--- src/dii_pkg.sv ---
`default_nettype none

// ~~~~~~~~~~~~~~~~~~~~~~~~~~~~~~~~~~~~~~~~~~~~~~~~~~~~~~~~~~~~~~~~~~~
// shared types for the debug interconnect ring
// ~~~~~~~~~~~~~~~~~~~~~~~~~~~~~~~~~~~~~~~~~~~~~~~~~~~~~~~~~~~~~~~~~~~

package dii_pkg;

  localparam int dii_data_bits   = 16; // flit payload width.
  localparam int dii_id_bits     = 16; // endpoint id width.
  localparam int dii_subnet_bits = 6;  // subnet field, fixed by the id format.

  // endpoint number below the subnet field.
  localparam int dii_endpoint_bits = dii_id_bits - dii_subnet_bits;

  typedef logic [dii_data_bits-1:0]   dii_data_t;   // payload or destination id.
  typedef logic [dii_id_bits-1:0]     dii_id_t;     // full endpoint id.
  typedef logic [dii_subnet_bits-1:0] dii_subnet_t; // top bits of an id.

  // one flit of a worm, first flit holds the destination id.
  typedef struct packed {
    dii_data_t data;  // payload.
    logic      last;  // final flit of the worm.
    logic      valid; // sender has a flit.
  } dii_flit;

endpackage

`default_nettype wire

--- src/dii_flit_reg.sv ---
`timescale 1ns/100ps
`default_nettype none

// two-entry skid slice, ready and valid both come from flops.
module dii_flit_reg (
  input  logic             clk,
  input  logic             rst,
  input  dii_pkg::dii_flit in_flit,
  output logic             in_ready,
  output dii_pkg::dii_flit out_flit,
  input  logic             out_ready
);

  logic               out_valid;  // main entry holds a flit.
  logic               skid_valid; // overflow entry holds a flit.
  dii_pkg::dii_data_t out_data;
  logic               out_last;
  dii_pkg::dii_data_t skid_data;
  logic               skid_last;
  logic               out_free;   // main entry may load this cycle.
  logic               in_xfer;    // input flit taken this cycle.

  assign in_ready = ~skid_valid;             // space left while skid is empty.
  assign out_free = out_ready | ~out_valid;  // consumer takes or entry is empty.
  assign in_xfer  = in_flit.valid & ~skid_valid;

  always_ff @(posedge clk) begin
    if (rst) begin
      out_valid  <= 1'b0;
      skid_valid <= 1'b0;
    end else if (out_free) begin
      out_valid  <= skid_valid | in_xfer; // skid drains first.
      skid_valid <= 1'b0;
    end else if (in_xfer) begin
      skid_valid <= 1'b1;                 // output stalled, park the flit.
    end
  end

  always_ff @(posedge clk) begin
    if (out_free) begin
      out_data <= skid_valid ? skid_data : in_flit.data;
      out_last <= skid_valid ? skid_last : in_flit.last;
    end
    if (!out_free && in_xfer) begin
      skid_data <= in_flit.data;
      skid_last <= in_flit.last;
    end
  end

  always_comb begin
    out_flit.data  = out_data;
    out_flit.last  = out_last;
    out_flit.valid = out_valid;
  end

endmodule

`default_nettype wire

--- src/dii_worm_mux.sv ---
`timescale 1ns/100ps
`default_nettype none

// two-to-one worm arbiter, input 0 wins, a grant covers a whole worm.
module dii_worm_mux (
  input  logic             clk,
  input  logic             rst,
  input  dii_pkg::dii_flit in0,
  output logic             in0_ready,
  input  dii_pkg::dii_flit in1,
  output logic             in1_ready,
  output dii_pkg::dii_flit out_flit,
  input  logic             out_ready
);

  logic busy;  // a worm is in flight.
  logic grant; // input owning the current worm.
  logic sel;   // input routed this cycle.
  logic xfer;  // flit leaves the mux.

  // ~~~~~~~~~~~~~~~~~~~~~~~~~~~~~~~~~~~~~~~~~~~~~~~~~~~~~~~~~~~~~~~~~~~
  // selection, only looked at while idle
  // ~~~~~~~~~~~~~~~~~~~~~~~~~~~~~~~~~~~~~~~~~~~~~~~~~~~~~~~~~~~~~~~~~~~

  assign sel = busy ? grant : ~in0.valid; // in0 first when idle.

  assign out_flit  = sel ? in1 : in0;
  assign in0_ready = out_ready & ~sel;    // loser sees no ready.
  assign in1_ready = out_ready & sel;
  assign xfer      = out_flit.valid & out_ready;

  // ~~~~~~~~~~~~~~~~~~~~~~~~~~~~~~~~~~~~~~~~~~~~~~~~~~~~~~~~~~~~~~~~~~~
  // worm tracking
  // ~~~~~~~~~~~~~~~~~~~~~~~~~~~~~~~~~~~~~~~~~~~~~~~~~~~~~~~~~~~~~~~~~~~

  always_ff @(posedge clk) begin
    if (rst) begin
      busy  <= 1'b0;
      grant <= 1'b0;
    end else if (!busy) begin
      if (xfer && !out_flit.last) begin
        busy  <= 1'b1; // single-flit worms never lock.
        grant <= sel;
      end
    end else if (xfer && out_flit.last) begin
      busy <= 1'b0;    // tail gone, arbitrate again.
    end
  end

endmodule

`default_nettype wire

--- src/dii_ring_node.sv ---
`timescale 1ns/100ps
`default_nettype none

// ring endpoint: eject own worms, inject local worms, register the ring side.
module dii_ring_node #(
  parameter dii_pkg::dii_id_t NODE_ID = '0
) (
  input  logic             clk,
  input  logic             rst,
  input  dii_pkg::dii_flit ring_in,
  output logic             ring_in_ready,
  output dii_pkg::dii_flit ring_out,
  input  logic             ring_out_ready,
  input  dii_pkg::dii_flit local_in,
  output logic             local_in_ready,
  output dii_pkg::dii_flit local_out,
  input  logic             local_out_ready
);

  logic             worm;       // ring worm past its first flit.
  logic             worm_eject; // latched decision for that worm.
  logic             is_match;   // head flit addresses this node.
  logic             eject;      // decision in force this cycle.
  logic             ring_xfer;  // ring flit accepted.
  dii_pkg::dii_flit pass_flit;  // traffic staying on the ring.
  logic             pass_ready;
  dii_pkg::dii_flit mux_flit;   // arbiter output into the slice.
  logic             mux_ready;

  assign is_match  = (ring_in.data == NODE_ID);
  assign eject     = worm ? worm_eject : is_match;
  assign ring_xfer = ring_in.valid & ring_in_ready;

  always_ff @(posedge clk) begin
    if (rst) begin
      worm       <= 1'b0;
      worm_eject <= 1'b0;
    end else if (!worm) begin
      if (ring_xfer && !ring_in.last) begin
        worm       <= 1'b1;
        worm_eject <= is_match; // hold for the body flits.
      end
    end else if (ring_xfer && ring_in.last) begin
      worm <= 1'b0;
    end
  end

  always_comb begin
    local_out.data  = ring_in.data;
    local_out.last  = ring_in.last;
    local_out.valid = ring_in.valid & eject;
    pass_flit.data  = ring_in.data;
    pass_flit.last  = ring_in.last;
    pass_flit.valid = ring_in.valid & ~eject;
    ring_in_ready   = eject ? local_out_ready : pass_ready;
  end

  // ring traffic on input 0 so it never waits behind injection.
  dii_worm_mux u_mux (
    .clk       (clk),
    .rst       (rst),
    .in0       (pass_flit),
    .in0_ready (pass_ready),
    .in1       (local_in),
    .in1_ready (local_in_ready),
    .out_flit  (mux_flit),
    .out_ready (mux_ready)
  );

  dii_flit_reg u_reg (
    .clk       (clk),
    .rst       (rst),
    .in_flit   (mux_flit),
    .in_ready  (mux_ready),
    .out_flit  (ring_out),
    .out_ready (ring_out_ready)
  );

endmodule

`default_nettype wire

--- src/dii_ring_ingress.sv ---
`timescale 1ns/100ps
`default_nettype none

// ring entry point, returning traffic merged ahead of external worms.
module dii_ring_ingress (
  input  logic             clk,
  input  logic             rst,
  input  dii_pkg::dii_flit ring_in,
  output logic             ring_in_ready,
  input  dii_pkg::dii_flit ext_in,
  output logic             ext_in_ready,
  output dii_pkg::dii_flit ring_out,
  input  logic             ring_out_ready
);

  dii_pkg::dii_flit mux_flit; // merged stream.
  logic             mux_ready;

  dii_worm_mux u_mux (
    .clk       (clk),
    .rst       (rst),
    .in0       (ring_in),      // ring return first, else the ring jams.
    .in0_ready (ring_in_ready),
    .in1       (ext_in),
    .in1_ready (ext_in_ready),
    .out_flit  (mux_flit),
    .out_ready (mux_ready)
  );

  // cuts the valid/ready loop around the ring.
  dii_flit_reg u_reg (
    .clk       (clk),
    .rst       (rst),
    .in_flit   (mux_flit),
    .in_ready  (mux_ready),
    .out_flit  (ring_out),
    .out_ready (ring_out_ready)
  );

endmodule

`default_nettype wire

--- src/dii_gateway_demux.sv ---
`timescale 1ns/100ps
`default_nettype none

// end of the ring: gateway-local, off-subnet, or back around.
module dii_gateway_demux #(
  parameter dii_pkg::dii_subnet_t LOCAL_SUBNET = '0
) (
  input  logic             clk,
  input  logic             rst,
  input  dii_pkg::dii_flit in_ring,
  output logic             in_ring_ready,
  output dii_pkg::dii_flit out_local,
  input  logic             out_local_ready,
  output dii_pkg::dii_flit out_ext,
  input  logic             out_ext_ready,
  output dii_pkg::dii_flit out_ring,
  input  logic             out_ring_ready
);

  // gateway owns endpoint zero of its subnet.
  localparam dii_pkg::dii_id_t gw_id =
    dii_pkg::dii_id_t'(dii_pkg::dii_id_t'(LOCAL_SUBNET) << dii_pkg::dii_endpoint_bits);

  dii_pkg::dii_subnet_t head_subnet; // subnet field of the current flit.
  logic                 is_local;
  logic                 is_ext;
  logic                 worm;        // worm past its first flit.
  logic                 worm_local;
  logic                 worm_ext;
  logic                 sw_local;    // choice in force this cycle.
  logic                 sw_ext;
  logic                 xfer;

  assign head_subnet = in_ring.data[dii_pkg::dii_id_bits-1 -: dii_pkg::dii_subnet_bits];
  assign is_local    = (in_ring.data == gw_id);
  assign is_ext      = (head_subnet != LOCAL_SUBNET);
  assign sw_local    = worm ? worm_local : is_local;
  assign sw_ext      = worm ? worm_ext : is_ext;
  assign xfer        = in_ring.valid & in_ring_ready;

  always_ff @(posedge clk) begin
    if (rst) begin
      worm       <= 1'b0;
      worm_local <= 1'b0;
      worm_ext   <= 1'b0;
    end else if (!worm) begin
      if (xfer && !in_ring.last) begin
        worm       <= 1'b1;
        worm_local <= is_local; // classified on the head only.
        worm_ext   <= is_ext;
      end
    end else if (xfer && in_ring.last) begin
      worm <= 1'b0;
    end
  end

  always_comb begin
    out_local       = in_ring;
    out_ext         = in_ring;
    out_ring        = in_ring;
    out_local.valid = 1'b0;
    out_ext.valid   = 1'b0;
    out_ring.valid  = 1'b0;
    if (sw_local) begin
      out_local.valid = in_ring.valid; // own id wins over the subnet test.
      in_ring_ready   = out_local_ready;
    end else if (sw_ext) begin
      out_ext.valid = in_ring.valid;
      in_ring_ready = out_ext_ready;
    end else begin
      out_ring.valid = in_ring.valid;  // local subnet, goes around again.
      in_ring_ready  = out_ring_ready;
    end
  end

endmodule

`default_nettype wire

--- src/dii_ring_top.sv ---
`timescale 1ns/100ps
`default_nettype none

// debug ring: ingress, NODES endpoints, gateway back to the ingress.
module dii_ring_top #(
  parameter int                   NODES        = 3,
  parameter dii_pkg::dii_subnet_t LOCAL_SUBNET = '0
) (
  input  logic             clk,
  input  logic             rst,
  input  dii_pkg::dii_flit ext_in,
  output logic             ext_in_ready,
  output dii_pkg::dii_flit ext_out,
  input  logic             ext_out_ready,
  output dii_pkg::dii_flit gw_local,
  input  logic             gw_local_ready,
  input  dii_pkg::dii_flit node_in [NODES],
  output logic [NODES-1:0] node_in_ready,
  output dii_pkg::dii_flit node_out [NODES],
  input  logic [NODES-1:0] node_out_ready
);

  dii_pkg::dii_flit ring_link [NODES+1]; // link i feeds node i, last feeds gateway.
  logic [NODES:0]   ring_ready;
  dii_pkg::dii_flit ring_ret;            // gateway back to ingress.
  logic             ring_ret_ready;

  dii_ring_ingress u_ingress (
    .clk            (clk),
    .rst            (rst),
    .ring_in        (ring_ret),
    .ring_in_ready  (ring_ret_ready),
    .ext_in         (ext_in),
    .ext_in_ready   (ext_in_ready),
    .ring_out       (ring_link[0]),
    .ring_out_ready (ring_ready[0])
  );

  // ~~~~~~~~~~~~~~~~~~~~~~~~~~~~~~~~~~~~~~~~~~~~~~~~~~~~~~~~~~~~~~~~~~~
  // endpoints, node i answers to endpoint i+1
  // ~~~~~~~~~~~~~~~~~~~~~~~~~~~~~~~~~~~~~~~~~~~~~~~~~~~~~~~~~~~~~~~~~~~

  for (genvar i = 0; i < NODES; i++) begin : g_node
    localparam dii_pkg::dii_id_t node_id = dii_pkg::dii_id_t'(
      (dii_pkg::dii_id_t'(LOCAL_SUBNET) << dii_pkg::dii_endpoint_bits) |
      dii_pkg::dii_id_t'(i + 1));

    dii_ring_node #(
      .NODE_ID (node_id)
    ) u_node (
      .clk             (clk),
      .rst             (rst),
      .ring_in         (ring_link[i]),
      .ring_in_ready   (ring_ready[i]),
      .ring_out        (ring_link[i+1]),
      .ring_out_ready  (ring_ready[i+1]),
      .local_in        (node_in[i]),
      .local_in_ready  (node_in_ready[i]),
      .local_out       (node_out[i]),
      .local_out_ready (node_out_ready[i])
    );
  end

  dii_gateway_demux #(
    .LOCAL_SUBNET (LOCAL_SUBNET)
  ) u_gateway (
    .clk             (clk),
    .rst             (rst),
    .in_ring         (ring_link[NODES]),
    .in_ring_ready   (ring_ready[NODES]),
    .out_local       (gw_local),
    .out_local_ready (gw_local_ready),
    .out_ext         (ext_out),
    .out_ext_ready   (ext_out_ready),
    .out_ring        (ring_ret),       // closes the loop.
    .out_ring_ready  (ring_ret_ready)
  );

endmodule

`default_nettype wire

--- config.mk ---
export PLATFORM = sky130hd
export DESIGN_NAME = dii_ring_top
export DESIGN_NICKNAME = d
export VERILOG_FILES = /design/src/dii_pkg.sv /design/src/dii_flit_reg.sv /design/src/dii_worm_mux.sv /design/src/dii_ring_node.sv /design/src/dii_ring_ingress.sv /design/src/dii_gateway_demux.sv /design/src/dii_ring_top.sv
export SDC_FILE = /design/constraint.sdc
export NUM_CORES = 1
export LEC_CHECK = 0
export ABC_AREA = 1
export BUFFER_PORTS_ARGS = -buffer_cell sky130_fd_sc_hd__buf_4
export CAP_MARGIN = 30
export CORE_ASPECT_RATIO = 1.1
export CORE_MARGIN = 5
export CORE_UTILIZATION = 25
export CTS_CLUSTER_SIZE = 30
export DETAILED_ROUTE_END_ITERATION = 8
export SLEW_MARGIN = 25
export SYNTH_ARGS = -nofsm -noshare
export SYNTH_HDL_FRONTEND = slang
export SYNTH_HIERARCHICAL = 1
export SYNTH_SLANG_ARGS = --single-unit
--- constraint.sdc ---
create_clock -name clk -period 5.87 [get_ports clk]
set_input_delay 1.174 -clock clk [delete_from_list [all_inputs] [get_ports clk]]
set_output_delay 1.174 -clock clk [all_outputs]
set_load 0.005 [all_outputs]
==> results.json <==
{
  "fin_crit_sh_pct": 63.79,
  "path_common_cell": "nand2_1",
  "antenna_cells": 0,
  "cts-hold-fix-buffers": 0,
  "ys_top_cells_by_area": "edfxtp_1 (46%), nand2_1 (21%), buf_4 (9.4%)",
  "crit_start": "g_node[2].u_node/u_reg/out_data[11]$_DFFE_PP_",
  "slew_headroom_pct": 47.74,
  "ys_seq_elements": 161,
  "num_rows": 72,
  "wl_per_cell_um": 16.42,
  "setup_violations": 0,
  "drv_cap": 0,
  "fp.dieH_um": 206.9,
  "htreeDepth": 4,
  "crit_path_cell_trace": "nor2_2 -> nand3_1 -> nand2_1 -> nand2_1 -> nor3_1 -> nand2_1 -> nand2_2 -> nor2_1 -> buf_4",
  "cp_top_family": "simple AND/OR/NAND/NOR gates",
  "status": "finished, final reports clean",
  "min_period_ns": 3.745,
  "place_congestion": 0.8614,
  "cts_root_buffer": "clkbuf_16",
  "startpoint_type": "flip-flop",
  "fin_worst_skew_ns": 0.01562,
  "pre_cts_ws_ns": 2.214,
  "portBuffers": 172,
  "required_ns": 4.70,
  "p_leak_uw": 0.004743,
  "dpl_cell_area_mm2": 0.009652,
  "critPathBufInv": 1,
  "max_freq_mhz": 267.0,
  "synth.largest_area_cell": "edfxtp_1",
  "power_switching_uw": 2651,
  "drv_slew": 0,
  "route.detailed.drc": 0,
  "hold_violations": 0,
  "dieArea_mm2": 0.03911,
  "cts_sinks": 161,
  "post_cts_resized": 0,
  "synth.distinct_cells": 25,
  "critPathCaptureType": "output port",
  "first_pass_iters": 5,
  "synthesis.nets": 1145,
  "p_sw_share_pct": 42.73,
  "rsz0062_at_grt": "no",
  "clk_pin_slew_ns": 0.07,
  "cts_tree": "yes",
  "nets": 1211,
  "r2r_end": "u_ingress/u_reg/skid_data[11]$_DFFE_PP_",
  "crit_fanout": 18,
  "drt-initial-drc-count": 485,
  "rrSetupSlack_ns": 2.20,
  "r2r_cells": 14,
  "syn_area_mm2": 0.008813,
  "ios": 173,
  "antenna_found_initial": 0,
  "grt_pass1_vias": 6563,
  "seq_area_frac_synth_pct": 52.02,
  "grt_usage_pct": 12.99,
  "sequentialPowerShare_pct": 40.0,
  "endpoint": "ext_in_ready",
  "worst-path-stages": 9,
  "wl_mm": 26.09,
  "tightest_slew_ns": 0.7820,
  "internal_power_uw": 3552,
  "post-cts-setup-buffers": 0,
  "r2r_start": "u_ingress/u_reg/out_data[7]$_DFFE_PP_",
  "grt_max_degree": 21,
  "design_area_mm2": 0.01023,
  "final.setup.tns_ns": 0,
  "worstPathArrival_ns": 2.57,
  "cts_buffers": 17,
  "syn-mean-instance-area_um2": 8.268,
  "postSynthCellCount": 1066,
  "criticalPathCategory": "flip-flop to output port",
  "critPathSlowestCell": "edfxtp_1",
  "max_stage_delay_ns": 0.46,
  "power_frac_clock_pct": 17.7,
  "cellPowerDensity_mw_per_mm2": 606.4,
  "vias_per_cell": 4.247,
  "core_area_mm2": 0.03504,
  "finalWorstSetupSlack_ns": 2.125,
  "cts_buffer_depth": 2,
  "drtAntennaViolNets": 0,
  "vias": 6749,
  "die_x_um": 189.0,
  "clk_latency_ns": 0.43,
  "overflow": 0,
  "hold_path.class": "flip-flop to flip-flop",
  "ys_warn_count": 6,
  "area_delta_synth_final_pct": 16.07,
  "irDropWorstVdd_mv": 0.2840,
  "grt_first_pass_wirelength_mm": 38.40,
  "drive_above_1_share_pct": 22.53,
  "share_comb_of_total_power_pct": 42.3,
  "hpwl_mm": 20.62,
  "start_util_pct": 25.15,
  "netlist.area_leader.share_pct": 46.34
}
-- worst min-delay path by stage --
| stage | from | depth (start not counted) | slack, ns | to |
|---|---|---|---|---|
| 6_report | u_gateway/worm_local$_SDFFE_PP0P_ | 2 | 0.49 | u_gateway/worm_local$_SDFFE_PP0P_ |
| 5_1_grt | u_gateway/worm_local$_SDFFE_PP0P_ | 2 | 0.52 | u_gateway/worm_local$_SDFFE_PP0P_ |
| 4_1_cts | u_gateway/worm_local$_SDFFE_PP0P_ | 2 | 0.50 | u_gateway/worm_local$_SDFFE_PP0P_ |
| 3_5_place_dp | u_gateway/worm_local$_SDFFE_PP0P_ | 2 | 0.48 | u_gateway/worm_local$_SDFFE_PP0P_ |
| 3_3_place_gp | u_gateway/worm_local$_SDFFE_PP0P_ | 2 | 0.46 | u_gateway/worm_local$_SDFFE_PP0P_ |
| 2_1_floorplan | u_gateway/worm_local$_SDFFE_PP0P_ | 2 | 0.45 | u_gateway/worm_local$_SDFFE_PP0P_ |
-- power by group through the flow --
stage                     clock, µW  sequential (µW)  combinational [µW]
final                          1100             2480                2620
after global placement            0             2470                2650
after floorplan                   0             2270                2080
after global routing           1170             2540                2950
after CTS                      1130             2480                2670
after detailed placement          0             2510                2650
-- flip-flops by register name, summed over array words and instances, names as in the netlist, named ones only --
name                            flops
g_node.u_node/u_reg/out_data       48
g_node.u_node/u_reg/skid_data      48
u_ingress/u_reg/out_data           16
u_ingress/u_reg/skid_data          16
g_node.u_node/u_mux/grant           3
g_node.u_node/u_reg/out_last        3
g_node.u_node/u_reg/out_valid       3
g_node.u_node/u_reg/skid_last       3
g_node.u_node/u_reg/skid_valid      3
g_node.u_node/worm_eject            3
u_gateway/worm_ext                  1
u_gateway/worm_local                1
u_ingress/u_mux/grant               1
u_ingress/u_reg/out_last            1
u_ingress/u_reg/out_valid           1
u_ingress/u_reg/skid_last           1
u_ingress/u_reg/skid_valid          1
-- cells by family (layout without fill, tap and decap cells) --
family / count (synthesis) / in the layout / share of synthesized area, %
DFF: 161 / 161 / 52.02
buffers and inverters: 198 / 277 / 14.76
and+or+nand+nor: 681 / 681 / 31.57
AOI/OAI and AO/OA: 26 / 26 / 1.647
-- routing by layer --
metal / routed length (µm) / vias up / track usage (%)
li1: - / 3378 / -
met1: 11630 / 3146 / 16.71
met2: 12630 / 204 / 22.21
met3: 1461 / 21 / 2.825
met4: 364 / 0 / 3.592
met5: 0 / - / 0
-- layout make-up --
cell class / instances / area [µm²]
Inverter: 68 / 255.2
Fill cell: 3670 / 24810
Tap cell: 444 / 555.5
Multi-Input combinational cell: 707 / 2928
Clock inverter: 14 / 148.9
Timing Repair Buffer: 177 / 1329
Clock buffer: 18 / 429.2
Sequential cell: 161 / 4584
-- worst min-delay path: stages, from the launching register on --
cell and delay (ns):
dfxtp_1 0.33, nor2_1 0.05, nor2_1 0.08
-- cell usage in the layout, fill, tap and decap left out, drive strengths merged --
master  netlist  routed
a21oi        18      18
and2          1       1
buf         126     177
bufinv        0       1
clkbuf        4      18
clkinv        0       6
dfxtp        25      25
edfxtp      136     136
inv          68      75
nand2       514     514
nand3        32      32
nand4         9       9
nor2        115     115
nor3          1       1
nor4          3       3
o21ai         8       8
or2           6       6
-- synth_stat cells (all sizes together) --
cell    instances
nand2         514
edfxtp        136
buf           126
nor2          115
inv            68
nand3          32
dfxtp          25
a21oi          18
nand4           9
o21ai           8
or2             6
clkbuf          4
nor4            3
and2            1
nor3            1
-- per-stage QoR --
stage / hold slack (ns) / cells / total power [µW] / util [%]
4_1_cts: 0.4961 / 1589 / 6277 / 29.19
3_3_place_gp: 0.4636 / 1557 / 5126 / 27.54
5_1_grt: 0.5199 / 1589 / 6667 / 29.19
6_report: 0.4876 / 1589 / 6203 / 29.19
2_1_floorplan: 0.4469 / 1066 / 4356 / -
3_5_place_dp: 0.4790 / 1557 / 5159 / 27.54
Power figures use the tool's default switching activity.
